File: src/frame_pkg.sv
/*
 * Frame transmitter shared types
 * Link byte, step and source types, frame constants and the header byte rule
 */
`default_nettype none

package frame_pkg;

    // ==================================================
    // Widths with a meaning
    // ==================================================
    typedef logic [7:0] byte_t;
    typedef logic [7:0] step_t;
    typedef logic [7:0] ins_len_t;

    typedef enum logic {SRC_INS, SRC_KEY} source_e;

    typedef enum logic [1:0] {IDLE, ARBIT, SEND} arb_state_e;

    // Key FIFO word, flag in the top bit
    typedef struct packed {
        logic        key_flag;
        logic [63:0] key_time;
        logic [15:0] key_code;
    } key_word_t;

    typedef struct packed {
        logic  valid;
        byte_t data;
    } link_byte_t;

    // ==================================================
    // Frame layout
    // ==================================================
    localparam int    HDR_BYTES       = 10;
    localparam int    TIME_BYTES      = 8;
    localparam int    LEN_FIELD_EXTRA = 6;
    localparam int    KEY_FRAME_BYTES = 22;
    localparam byte_t TYPE_INS        = 8'h02;
    localparam byte_t TYPE_KEY        = 8'h01;

    // Header is zero apart from the length field and the type code
    function automatic byte_t frame_header_byte(input step_t step, input byte_t len_field,
                                                input byte_t type_code);
        case (step)
            8'd3:    return len_field;
            8'd9:    return type_code;
            default: return 8'h00;
        endcase
    endfunction

endpackage

`default_nettype wire

File: src/frame_arbiter.sv
/*
 * Frame arbiter
 * Alternates between the instruction and key sources and asks the link for a slot
 */
`default_nettype none

module frame_arbiter
(
    input  wire                clk_sys,
    input  wire                rst_n,
    input  wire                ins_empty,
    input  wire                key_empty,
    input  wire                frame_ack,
    input  wire                frame_done,
    output logic               frame_req,
    output logic               start,
    output frame_pkg::source_e grant
);
    import frame_pkg::*;

    arb_state_e state;
    source_e    pick;
    logic       src_waiting;

    assign src_waiting = !ins_empty || !key_empty;

    // Grant holds the last served source, so both waiting means switch
    always_comb
    begin
        if (!ins_empty && !key_empty)
            pick = (grant == SRC_INS) ? SRC_KEY : SRC_INS;
        else if (!ins_empty)
            pick = SRC_INS;
        else
            pick = SRC_KEY;
    end

    // ==================================================
    // State machine and link request
    // ==================================================
    // Grant comes out of reset as KEY so the first tie goes to INS
    always_ff @(posedge clk_sys or negedge rst_n)
    begin
        if (!rst_n)
        begin
            state     <= IDLE;
            frame_req <= 1'b0;
            start     <= 1'b0;
            grant     <= SRC_KEY;
        end
        else
        begin
            start <= 1'b0;
            case (state)
                IDLE:
                    state <= ARBIT;
                ARBIT:
                    if (src_waiting)
                    begin
                        grant     <= pick;
                        frame_req <= 1'b1;
                        state     <= SEND;
                    end
                SEND:
                begin
                    // Slot granted, hand over to the sequencer
                    if (frame_req && frame_ack)
                    begin
                        frame_req <= 1'b0;
                        start     <= 1'b1;
                    end
                    if (frame_done)
                        state <= IDLE;
                end
                default:
                    state <= IDLE;
            endcase
        end
    end

endmodule

`default_nettype wire

File: src/frame_sequencer.sv
/*
 * Frame sequencer
 * Steps through one frame, registers the link bytes and pops the served FIFO
 */
`default_nettype none

module frame_sequencer
(
    input  wire                     clk_sys,
    input  wire                     rst_n,
    input  wire                     start,
    input  wire frame_pkg::source_e grant,
    input  wire frame_pkg::ins_len_t cfg_ins_len,
    input  wire frame_pkg::byte_t   ins_byte,
    input  wire frame_pkg::byte_t   key_byte,
    output frame_pkg::step_t        step,
    output frame_pkg::link_byte_t   frame_out,
    output logic                    frame_done,
    output logic                    ins_pop,
    output logic                    key_pop
);
    import frame_pkg::*;

    logic  active;
    step_t last_step;
    byte_t sel_byte;
    logic  frame_end;

    assign sel_byte = (grant == SRC_INS) ? ins_byte : key_byte;

    // Last byte is on the link and no step is running
    assign frame_end = frame_out.valid && !active;

    // ==================================================
    // Step counter
    // ==================================================
    always_ff @(posedge clk_sys or negedge rst_n)
    begin
        if (!rst_n)
        begin
            active    <= 1'b0;
            step      <= '0;
            last_step <= '0;
        end
        else if (start)
        begin
            active <= 1'b1;
            step   <= '0;
            // Frame length minus one, header and time stamp included
            if (grant == SRC_INS)
                last_step <= cfg_ins_len + step_t'(HDR_BYTES + TIME_BYTES - 1);
            else
                last_step <= step_t'(KEY_FRAME_BYTES - 1);
        end
        else if (active)
        begin
            if (step == last_step)
            begin
                active <= 1'b0;
                step   <= '0;
            end
            else
            begin
                step <= step + 8'd1;
            end
        end
    end

    // ==================================================
    // Link byte and end of frame pulses
    // ==================================================
    always_ff @(posedge clk_sys or negedge rst_n)
    begin
        if (!rst_n)
        begin
            frame_out  <= '0;
            frame_done <= 1'b0;
            ins_pop    <= 1'b0;
            key_pop    <= 1'b0;
        end
        else
        begin
            frame_out.valid <= active;
            frame_out.data  <= active ? sel_byte : 8'h00;
            frame_done      <= frame_end;
            ins_pop         <= frame_end && (grant == SRC_INS);
            key_pop         <= frame_end && (grant == SRC_KEY);
        end
    end

endmodule

`default_nettype wire

File: src/ins_frame_builder.sv
/*
 * Instruction frame builder
 * Header byte or instruction word byte for the current step
 */
`default_nettype none

module ins_frame_builder
#(
    parameter int INS_WORD_BYTES = 72
)
(
    input  wire frame_pkg::step_t                        step,
    input  wire frame_pkg::ins_len_t                     cfg_ins_len,
    input  wire frame_pkg::byte_t [INS_WORD_BYTES-1:0]   ins_word,
    output frame_pkg::byte_t                             ins_byte
);
    import frame_pkg::*;

    byte_t len_field;
    int    word_idx;

    // Frame bytes plus the fixed extra of the length field
    assign len_field = cfg_ins_len + byte_t'(HDR_BYTES + TIME_BYTES + LEN_FIELD_EXTRA);

    // Step 10 reads the top byte, later steps walk down the word
    assign word_idx = INS_WORD_BYTES - 1 + HDR_BYTES - int'(step);

    always_comb
    begin
        if (step < step_t'(HDR_BYTES))
            ins_byte = frame_header_byte(step, len_field, TYPE_INS);
        else if (word_idx >= 0)
            ins_byte = ins_word[word_idx];
        else
            ins_byte = 8'h00;
    end

endmodule

`default_nettype wire

File: src/key_frame_builder.sv
/*
 * Key frame builder
 * Header byte, time stamp, flag or key code byte for the current step
 */
`default_nettype none

module key_frame_builder
(
    input  wire frame_pkg::step_t     step,
    input  wire frame_pkg::key_word_t key_word,
    output frame_pkg::byte_t          key_byte
);
    import frame_pkg::*;

    localparam byte_t KEY_LEN_FIELD = byte_t'(KEY_FRAME_BYTES + LEN_FIELD_EXTRA);

    logic [2:0] time_idx;

    // Time stamp goes out most significant byte first
    assign time_idx = 3'(step_t'(HDR_BYTES + TIME_BYTES - 1) - step);

    always_comb
    begin
        if (step < step_t'(HDR_BYTES))
            key_byte = frame_header_byte(step, KEY_LEN_FIELD, TYPE_KEY);
        else if (step < step_t'(HDR_BYTES + TIME_BYTES))
            key_byte = key_word.key_time[time_idx*8 +: 8];
        else
        begin
            // Tail is a spare zero, the flag, then the key code
            case (step)
                8'd18:   key_byte = 8'h00;
                8'd19:   key_byte = {7'b0, key_word.key_flag};
                8'd20:   key_byte = key_word.key_code[15:8];
                8'd21:   key_byte = key_word.key_code[7:0];
                default: key_byte = 8'h00;
            endcase
        end
    end

endmodule

`default_nettype wire

File: src/ins_frame_tx.sv
/*
 * Instruction frame transmitter top
 * Frames instruction and key FIFO records for the host link
 */
`default_nettype none

module ins_frame_tx
#(
    parameter int INS_WORD_BYTES = 72
)
(
    input  wire                                        clk_sys,
    input  wire                                        rst_n,
    input  wire frame_pkg::byte_t [INS_WORD_BYTES-1:0] ins_word,
    input  wire                                        ins_empty,
    output logic                                       ins_pop,
    input  wire frame_pkg::key_word_t                  key_word,
    input  wire                                        key_empty,
    output logic                                       key_pop,
    input  wire frame_pkg::ins_len_t                   cfg_ins_len,
    output logic                                       frame_req,
    input  wire                                        frame_ack,
    output frame_pkg::link_byte_t                      frame_out,
    output logic                                       frame_done
);
    import frame_pkg::*;

    source_e grant;
    logic    start;
    step_t   step;
    byte_t   ins_byte;
    byte_t   key_byte;

    // ==================================================
    // Arbitration and link request
    // ==================================================
    frame_arbiter frame_arbiter_i (
        .clk_sys    (clk_sys),
        .rst_n      (rst_n),
        .ins_empty  (ins_empty),
        .key_empty  (key_empty),
        .frame_ack  (frame_ack),
        .frame_done (frame_done),
        .frame_req  (frame_req),
        .start      (start),
        .grant      (grant)
    );

    // ==================================================
    // Frame sequencing
    // ==================================================
    frame_sequencer frame_sequencer_i (
        .clk_sys     (clk_sys),
        .rst_n       (rst_n),
        .start       (start),
        .grant       (grant),
        .cfg_ins_len (cfg_ins_len),
        .ins_byte    (ins_byte),
        .key_byte    (key_byte),
        .step        (step),
        .frame_out   (frame_out),
        .frame_done  (frame_done),
        .ins_pop     (ins_pop),
        .key_pop     (key_pop)
    );

    // Byte builders, both follow the same step
    ins_frame_builder #(
        .INS_WORD_BYTES (INS_WORD_BYTES)
    ) ins_frame_builder_i (
        .step        (step),
        .cfg_ins_len (cfg_ins_len),
        .ins_word    (ins_word),
        .ins_byte    (ins_byte)
    );

    key_frame_builder key_frame_builder_i (
        .step     (step),
        .key_word (key_word),
        .key_byte (key_byte)
    );

endmodule

`default_nettype wire

File: config.mk
export PLATFORM = sky130hd
export DESIGN_NAME = ins_frame_tx
export DESIGN_NICKNAME = d
export VERILOG_FILES = /design/src/frame_pkg.sv /design/src/frame_arbiter.sv /design/src/frame_sequencer.sv /design/src/ins_frame_builder.sv /design/src/key_frame_builder.sv /design/src/ins_frame_tx.sv
export SDC_FILE = /design/constraint.sdc
export NUM_CORES = 1
export LEC_CHECK = 0
export BUFFER_PORTS_ARGS = -buffer_cell sky130_fd_sc_hd__buf_2
export CORE_AREA = 2 2 267 269
export DETAILED_ROUTE_END_ITERATION = 10
export DIE_AREA = 0 0 269 271
export SETUP_SLACK_MARGIN = 0.1
export SLEW_MARGIN = 25
export SYNTH_ARGS = -nofsm -noshare
export SYNTH_HDL_FRONTEND = slang
export SYNTH_SLANG_ARGS = --single-unit
File: constraint.sdc
create_clock -name clk_sys -period 5.06 [get_ports clk_sys]
set_input_delay 0 -clock clk_sys [delete_from_list [all_inputs] [get_ports clk_sys]]
set_output_delay 0 -clock clk_sys [all_outputs]
set_load 0.1 [all_outputs]
==> Yosys cells after proc, flatten, opt, wreduce, memory -nomap -nowiden <==
Cells that the tools add are included.
Widths: inputs -> output; s select.
{ "totals": {"reg_bits": 34, "elab_cells": 79} }
{ "classes": {"addsub": 5, "order_cmp": 4, "eq_ne": 11, "n_shift": 1, "n_mux": 30, "bitwise_logic": 1, "n_reduce_logical": 15} }
{ "op_table": {"columns": ["op", "n"], "rows": [
  ["$mux 8", 12],
  ["$shiftx 64x7->8", 1],
  ["$bmux 8 s7", 1],
  ["$ge 32x1->1 const B", 1],
  ["$lt 32x9->1 const B", 1],
  ["$eq 8x5->1 const B", 3],
  ["$pmux 8 s3", 1],
  ["$add 8x5->8 const B", 2],
  ["$pmux 8 s2", 1],
  ["$mux 1", 10],
  ["$pmux 5 s2", 1],
  ["$sub 7x8->9 const A", 1],
  ["$add 8x1->8 const B", 1],
  ["$eq 8x2->1 const B", 1],
  ["$eq 8x4->1 const B", 1],
  ["$eq 8x8->1", 1],
  ["$lt 8x4->1 const B", 1],
  ["$lt 8x5->1 const B", 1],
  ["$ne 2x1->1 const B", 3],
  ["$pmux 2 s3", 1],
  ["$logic_and 1x1->1", 5],
  ["$mux 2", 2],
  ["$reduce_and 2->1", 2],
  ["$reduce_bool 2->1", 2],
  ["other kinds (9)", 11]
]} }

==> Depth between registers and ports, before layout <==
{ "depth": {"depth_word": 8, "ltp_mapped": 16} }

==> Modules after synthesis <==
Synthesis repeated with hierarchy kept, for this count alone.
{ "unflattened": {"hier_cells": 715, "hier_area_um2": 8099.0} }
{ "modules_own_cells": {"columns": ["mod", "instances", "cells_per_inst", "area_each_um2", "seq_area_each_um2"], "rows": [
  ["ins_frame_builder", 1, 475, 5539.1, 0.0],
  ["frame_sequencer", 1, 139, 1470.2, 725.7],
  ["key_frame_builder", 1, 85, 879.6, 0.0],
  ["frame_arbiter", 1, 16, 210.2, 126.4]
]} }

==> Least setup slack after synthesis <==
OpenSTA, ideal clock, no wires.
{ "synth_path": {"path_type": "register to register", "startpoint": "register frame_sequencer_i.step[1]", "endpoint": "register, netlist name frame_sequencer_i.frame_out[3]", "setup_ns": 0.120, "arrival_time_ns": 3.101, "required_ns": 4.940, "path_slack_ns": 1.839, "stages_incl_launch_ff": 16, "n_path_buf": 7, "cell_sequence": "dfrtp_1 -> buf_6 -> buf_6 -> buf_6 -> buf_4 -> inv_1 -> ha_1 -> buf_4 -> xnor2_2 -> buf_2 -> buf_4 -> mux4_2 -> mux2i_1 -> o221ai_1 -> or3_1 -> a31o_1"} }
{ "synth_between": {"elab_chain_cells": 8, "elab_cells_between_ends": 23} }
{ "synth_lines": {"columns": ["item", "line", "text"], "rows": [
  ["from (decl)", "frame_sequencer.sv:16", "output frame_pkg::step_t step,"],
  ["from (signal assigned)", "frame_sequencer.sv:64", "step <= step + 8'd1;"],
  ["$sub 7x8->9", "ins_frame_builder.sv:26", "assign word_idx = INS_WORD_BYTES - 1 + HDR_BYTES - int'(step);"],
  ["$bmux 8 s7", "ins_frame_builder.sv:33", "ins_byte = ins_word[word_idx];"],
  ["$mux 8 (not written as such) (2 in series)", "ins_frame_builder.sv:33", null],
  ["$mux 8", "ins_frame_builder.sv:32", "else if (word_idx >= 0)"],
  ["$mux 8", "ins_frame_builder.sv:30", "if (step < step_t'(HDR_BYTES))"],
  ["$mux 8 *", "frame_sequencer.sv:29", "assign sel_byte = (grant == SRC_INS) ? ins_byte : key_byte;"],
  ["$mux 8 *", "frame_sequencer.sv:84", "frame_out.data <= active ? sel_byte : 8'h00;"]
]} }
Mark *: on every way between the ends. The rest lies on a longest branch, timed or not. The select of a mux whose other input is x is not followed.
A chain may end at the register's enable or synchronous reset.

==> Worst setup path in the final report <==
{ "layout_path": {"startpoint": "register frame_sequencer_i.step[1]", "endpoint": "register, netlist name frame_sequencer_i.frame_out[4]"} }
{ "layout_between": {"elab_chain_cells": 8, "elab_cells_between_ends": 23} }
{ "layout_lines": {"columns": ["item", "line"], "rows": [
  ["$sub 7x8->9", "ins_frame_builder.sv:26"],
  ["$bmux 8 s7", "ins_frame_builder.sv:33"],
  ["$mux 8 (not written as such) (2 in series)", "ins_frame_builder.sv:33"],
  ["$mux 8", "ins_frame_builder.sv:32"],
  ["$mux 8", "ins_frame_builder.sv:30"],
  ["$mux 8 *", "frame_sequencer.sv:29"],
  ["$mux 8 *", "frame_sequencer.sv:84"]
]} }
Marked as above.

==> impl_results.md <==
* Post-Syn Nets at 1,381
* Post-synth top cells: mux4_2 (141), mux2i_1 (76), nand2_1 (67)
* Part of the Yosys area used for sequential elements at 0.114
* Status: complete, no violations
* # port buffers at 682
* Number of flops mapped to enable cells by yosys at 0
* Via Count at 9,477
* Crit path kind: flip-flop to flip-flop
* CP max FO at 43
* IO Pins at 683
* Largest net degree at the start of global routing at 168
* Clock power share at 0.051
* Crit path DAT at 3840 ps
* Post-cts resize count at 0
* Fin area at 12,200 um^2
* TritonCTS clock tree: done
* Sw Ratio at 0.559
* FMAX at 0.273 GHz
* Area grow syn2layout at 62.4%
* HP Class: primary input to flip-flop
* WP data required at 5240 ps
* # DRC at 0
* Max Clock Skew at 7.46 ps
* GRT overflow at 0
* Area of the multi-input gates at 6260 um^2
* Worst-path clk slew at 70 ps
* Most frequent cell after synthesis: mux4_2
* Die Height at 271 um
* Die Width at 269 um
* Final ANT Viol Nets at 0
* Root Buffer: clkbuf_16
* Synth top area cells: mux4_2 (42%), dfrtp_1 (11%), mux2i_1 (10%)
* Synth top area share at 0.424
* Async set-or-reset flop fraction in the synthesized netlist at 1.00
* Post-layout minimum cycle time at 3660 ps
* Initial antenna violation count at 42
* Post-CTS setup buffers at 0
* Max Slew Vio Count at 0
* Post-detail-place hpwl at 54,600 um
* Starting density of the core at 0.107
* Cts bufs inserted at 5
* DIE AREA at 72,900 um^2
* Max Cap Viol at 0
* Synthesized instance count at 703
* Int Power at 0.00294 W
* Synth Warn # at 0
* Power per cell area at 548 nW/um^2
* Final wirelength at 62,200 um
* Comb pwr share at 0.862
* FP Rows at 97
* TNS Setup at 0 ps
* Top_reg_cell synth: dfrtp_1
* Initial drt markers at 719
* Worst skew pair latency at 290 ps
* First-pass GRT wire length at 81,700 um
* WP buf/inv at 2
* CTS Sinks at 34
* Register Area at 860 um^2
* Post-synthesis instance area at 7490 um^2
* Cells along the critical path: inv_1 > ha_4 > inv_2 > o21ai_2 > o22ai_1 > or4_1 > a31o_2
* Final GP Congestion at 0.960
* Slew margin rel. at 0.332
* Tightest Pin Transition at 1000 ps
* Number of fill cells at 7,813
* Final setup viols at 0
* Htree depth at 2
* Cell taking the most area after synthesis: mux4_2
* Syn Area/Cell at 10.7 um^2
* Clock tree buffer depth at 2
* Post-DR wirelength/cell at 27.0 um
* FF+latch count, synth at 34
* Fin. Hold Viols at 0
* Nets@finish at 2,018
* Cts hold-fix bufs at 6
* Core ar. at 69,800 um^2
* Worst Setup End Kind: flip-flop
* Worst path slowest cell: ha_4
* Total track usage at 0.164
* Placed Area at 11,900 um^2
* Layout cell share with drive strength beyond 1 at 0.643
* Slowest Stage Delay on Critical Path at 800 ps
* CP Launch Type: flip-flop
* Leak at 5.40 nW
* Flop pwr share at 0.088
* Tcrit/Tclk final at 0.723
* Pwr Total at 0.00667 W
* Cell variety after synth at 60
* Crit-path leading delay family: compound AO/OA/AOI/OAI gates
* 1st-pass router iterations at 5
* Net Sw Power at 0.00373 W
* RSZ-0062 raised after global routing: no
* Peak supply drop at 0.000507 V
* Drt via density at 4.12
* Vias in the first global route at 10.1k
[worst register-to-register path: cells and delay by family (launching register included)]
kind            cells  cell delay, ps
flops               1             600
compound gates      3             860
fa+ha+maj           1             800
buf+inv             2             780
simple gates        1             500
[registers in the layout (all words and copies together), names as in the netlist]
name,count
frame_sequencer_i.frame_done,1
frame_sequencer_i.last_step,8
frame_arbiter_i.grant,1
frame_sequencer_i.ins_pop,1
frame_sequencer_i.step,8
frame_sequencer_i.key_pop,1
frame_sequencer_i.frame_out,9
frame_arbiter_i.state,2
frame_arbiter_i.start,1
frame_sequencer_i.active,1
frame_arbiter_i.frame_req,1
[final timing paths]
kind / from / endpoint / slack, ps / cells after the start
worst max register to register: frame_sequencer_i.step[1]$_DFFE_PN0P_ / frame_sequencer_i.frame_out[4]$_DFF_PN0_ / 1400 / 7
worst min register to register: frame_sequencer_i.frame_done$_DFF_PN0_ / frame_arbiter_i.state[1]$_DFFE_PN0P_ / 460 / 1
worst max-delay path: frame_sequencer_i.step[1]$_DFFE_PN0P_ / frame_sequencer_i.frame_out[4]$_DFF_PN0_ / 1400 / 7
max in group asynchronous: rst_n / frame_sequencer_i.step[0]$_DFFE_PN0P_ / 3990 / 2
worst min-delay path: cfg_ins_len[2] / frame_sequencer_i.last_step[2]$_DFFE_PN0P_ / 100 / 3
min in group asynchronous: rst_n / frame_sequencer_i.key_pop$_DFF_PN0_ / 380 / 2
[final cells by class]
class	count	share of cell area
multi-input cells	586	0.514
flip-flops and latches	34	0.0706
inverters	14	0.00432
repair buffers	699	0.298
well taps	940	0.0966
clock inverters	2	0.00103
clock buffers	6	0.0114
diodes	18	0.00370
[cells by family (layout without fill, tap and decap cells)]
group           after synthesis  after routing  share of synthesized area
mux                         220            220                      0.530
simple gates                189            189                      0.119
compound gates              148            148                      0.138
buf+inv                      83            721                     0.0606
flops                        34             34                      0.114
xor+xnor                     21             21                     0.0255
fa+ha+maj                     8              8                     0.0134
other cells                   0             18                          0
[cell usage in the layout, fill, tap and decap left out, types with 5 or more instances in the layout]
| cell | n |
|---|---|
| buf_4 | 6 |
| a21oi_1 | 20 |
| buf_2 | 682 |
| a22oi_1 | 12 |
| and2_1 | 7 |
| nand3_1 | 16 |
| a22o_1 | 8 |
| ha_1 | 7 |
| mux2i_1 | 76 |
| inv_1 | 13 |
| a2111oi_0 | 5 |
| nor2_1 | 49 |
| o21ai_0 | 24 |
| o22ai_1 | 27 |
| or3_1 | 5 |
| nand2_1 | 67 |
| a221oi_1 | 5 |
| nand2b_1 | 6 |
| dlygate4sd3_1 | 6 |
| mux4_2 | 141 |
| clkbuf_16 | 5 |
| nor2b_1 | 11 |
| xnor2_1 | 16 |
| dfrtp_1 | 31 |
| o221ai_1 | 7 |
| diode_2 | 18 |
[power groups by stage]
stage,combinational [W],sequential (W),clock [W]
2_1_floorplan,0.00360,0.000652,0
3_3_place_gp,0.00589,0.000589,0
3_5_place_dp,0.00593,0.000587,0
4_1_cts,0.00596,0.000584,0.000341
5_1_grt,0.00622,0.000604,0.000353
6_report,0.00575,0.000584,0.000338
[routing by layer]
layer,vias up,GRT usage,part of all wire
met1,4686,0.215,0.42
met2,534,0.282,0.50
met4,14,0.0300,0.017
li1,4174,-,-
met5,-,0,0.0014
met3,69,0.0254,0.066
[through the flow]
stage               hold WS, ps  setup slack (ps)  instances  utilization
floorplan                  -296              1840        703            -
global placement            185              1170       2264        0.170
global route                127              1190       2290        0.174
finish                      103              1400       2299        0.174
CTS                        84.9              1090       2280        0.173
detailed placement          180              1110       2266        0.170
Note: power is estimated with default switching activity, not from simulation.
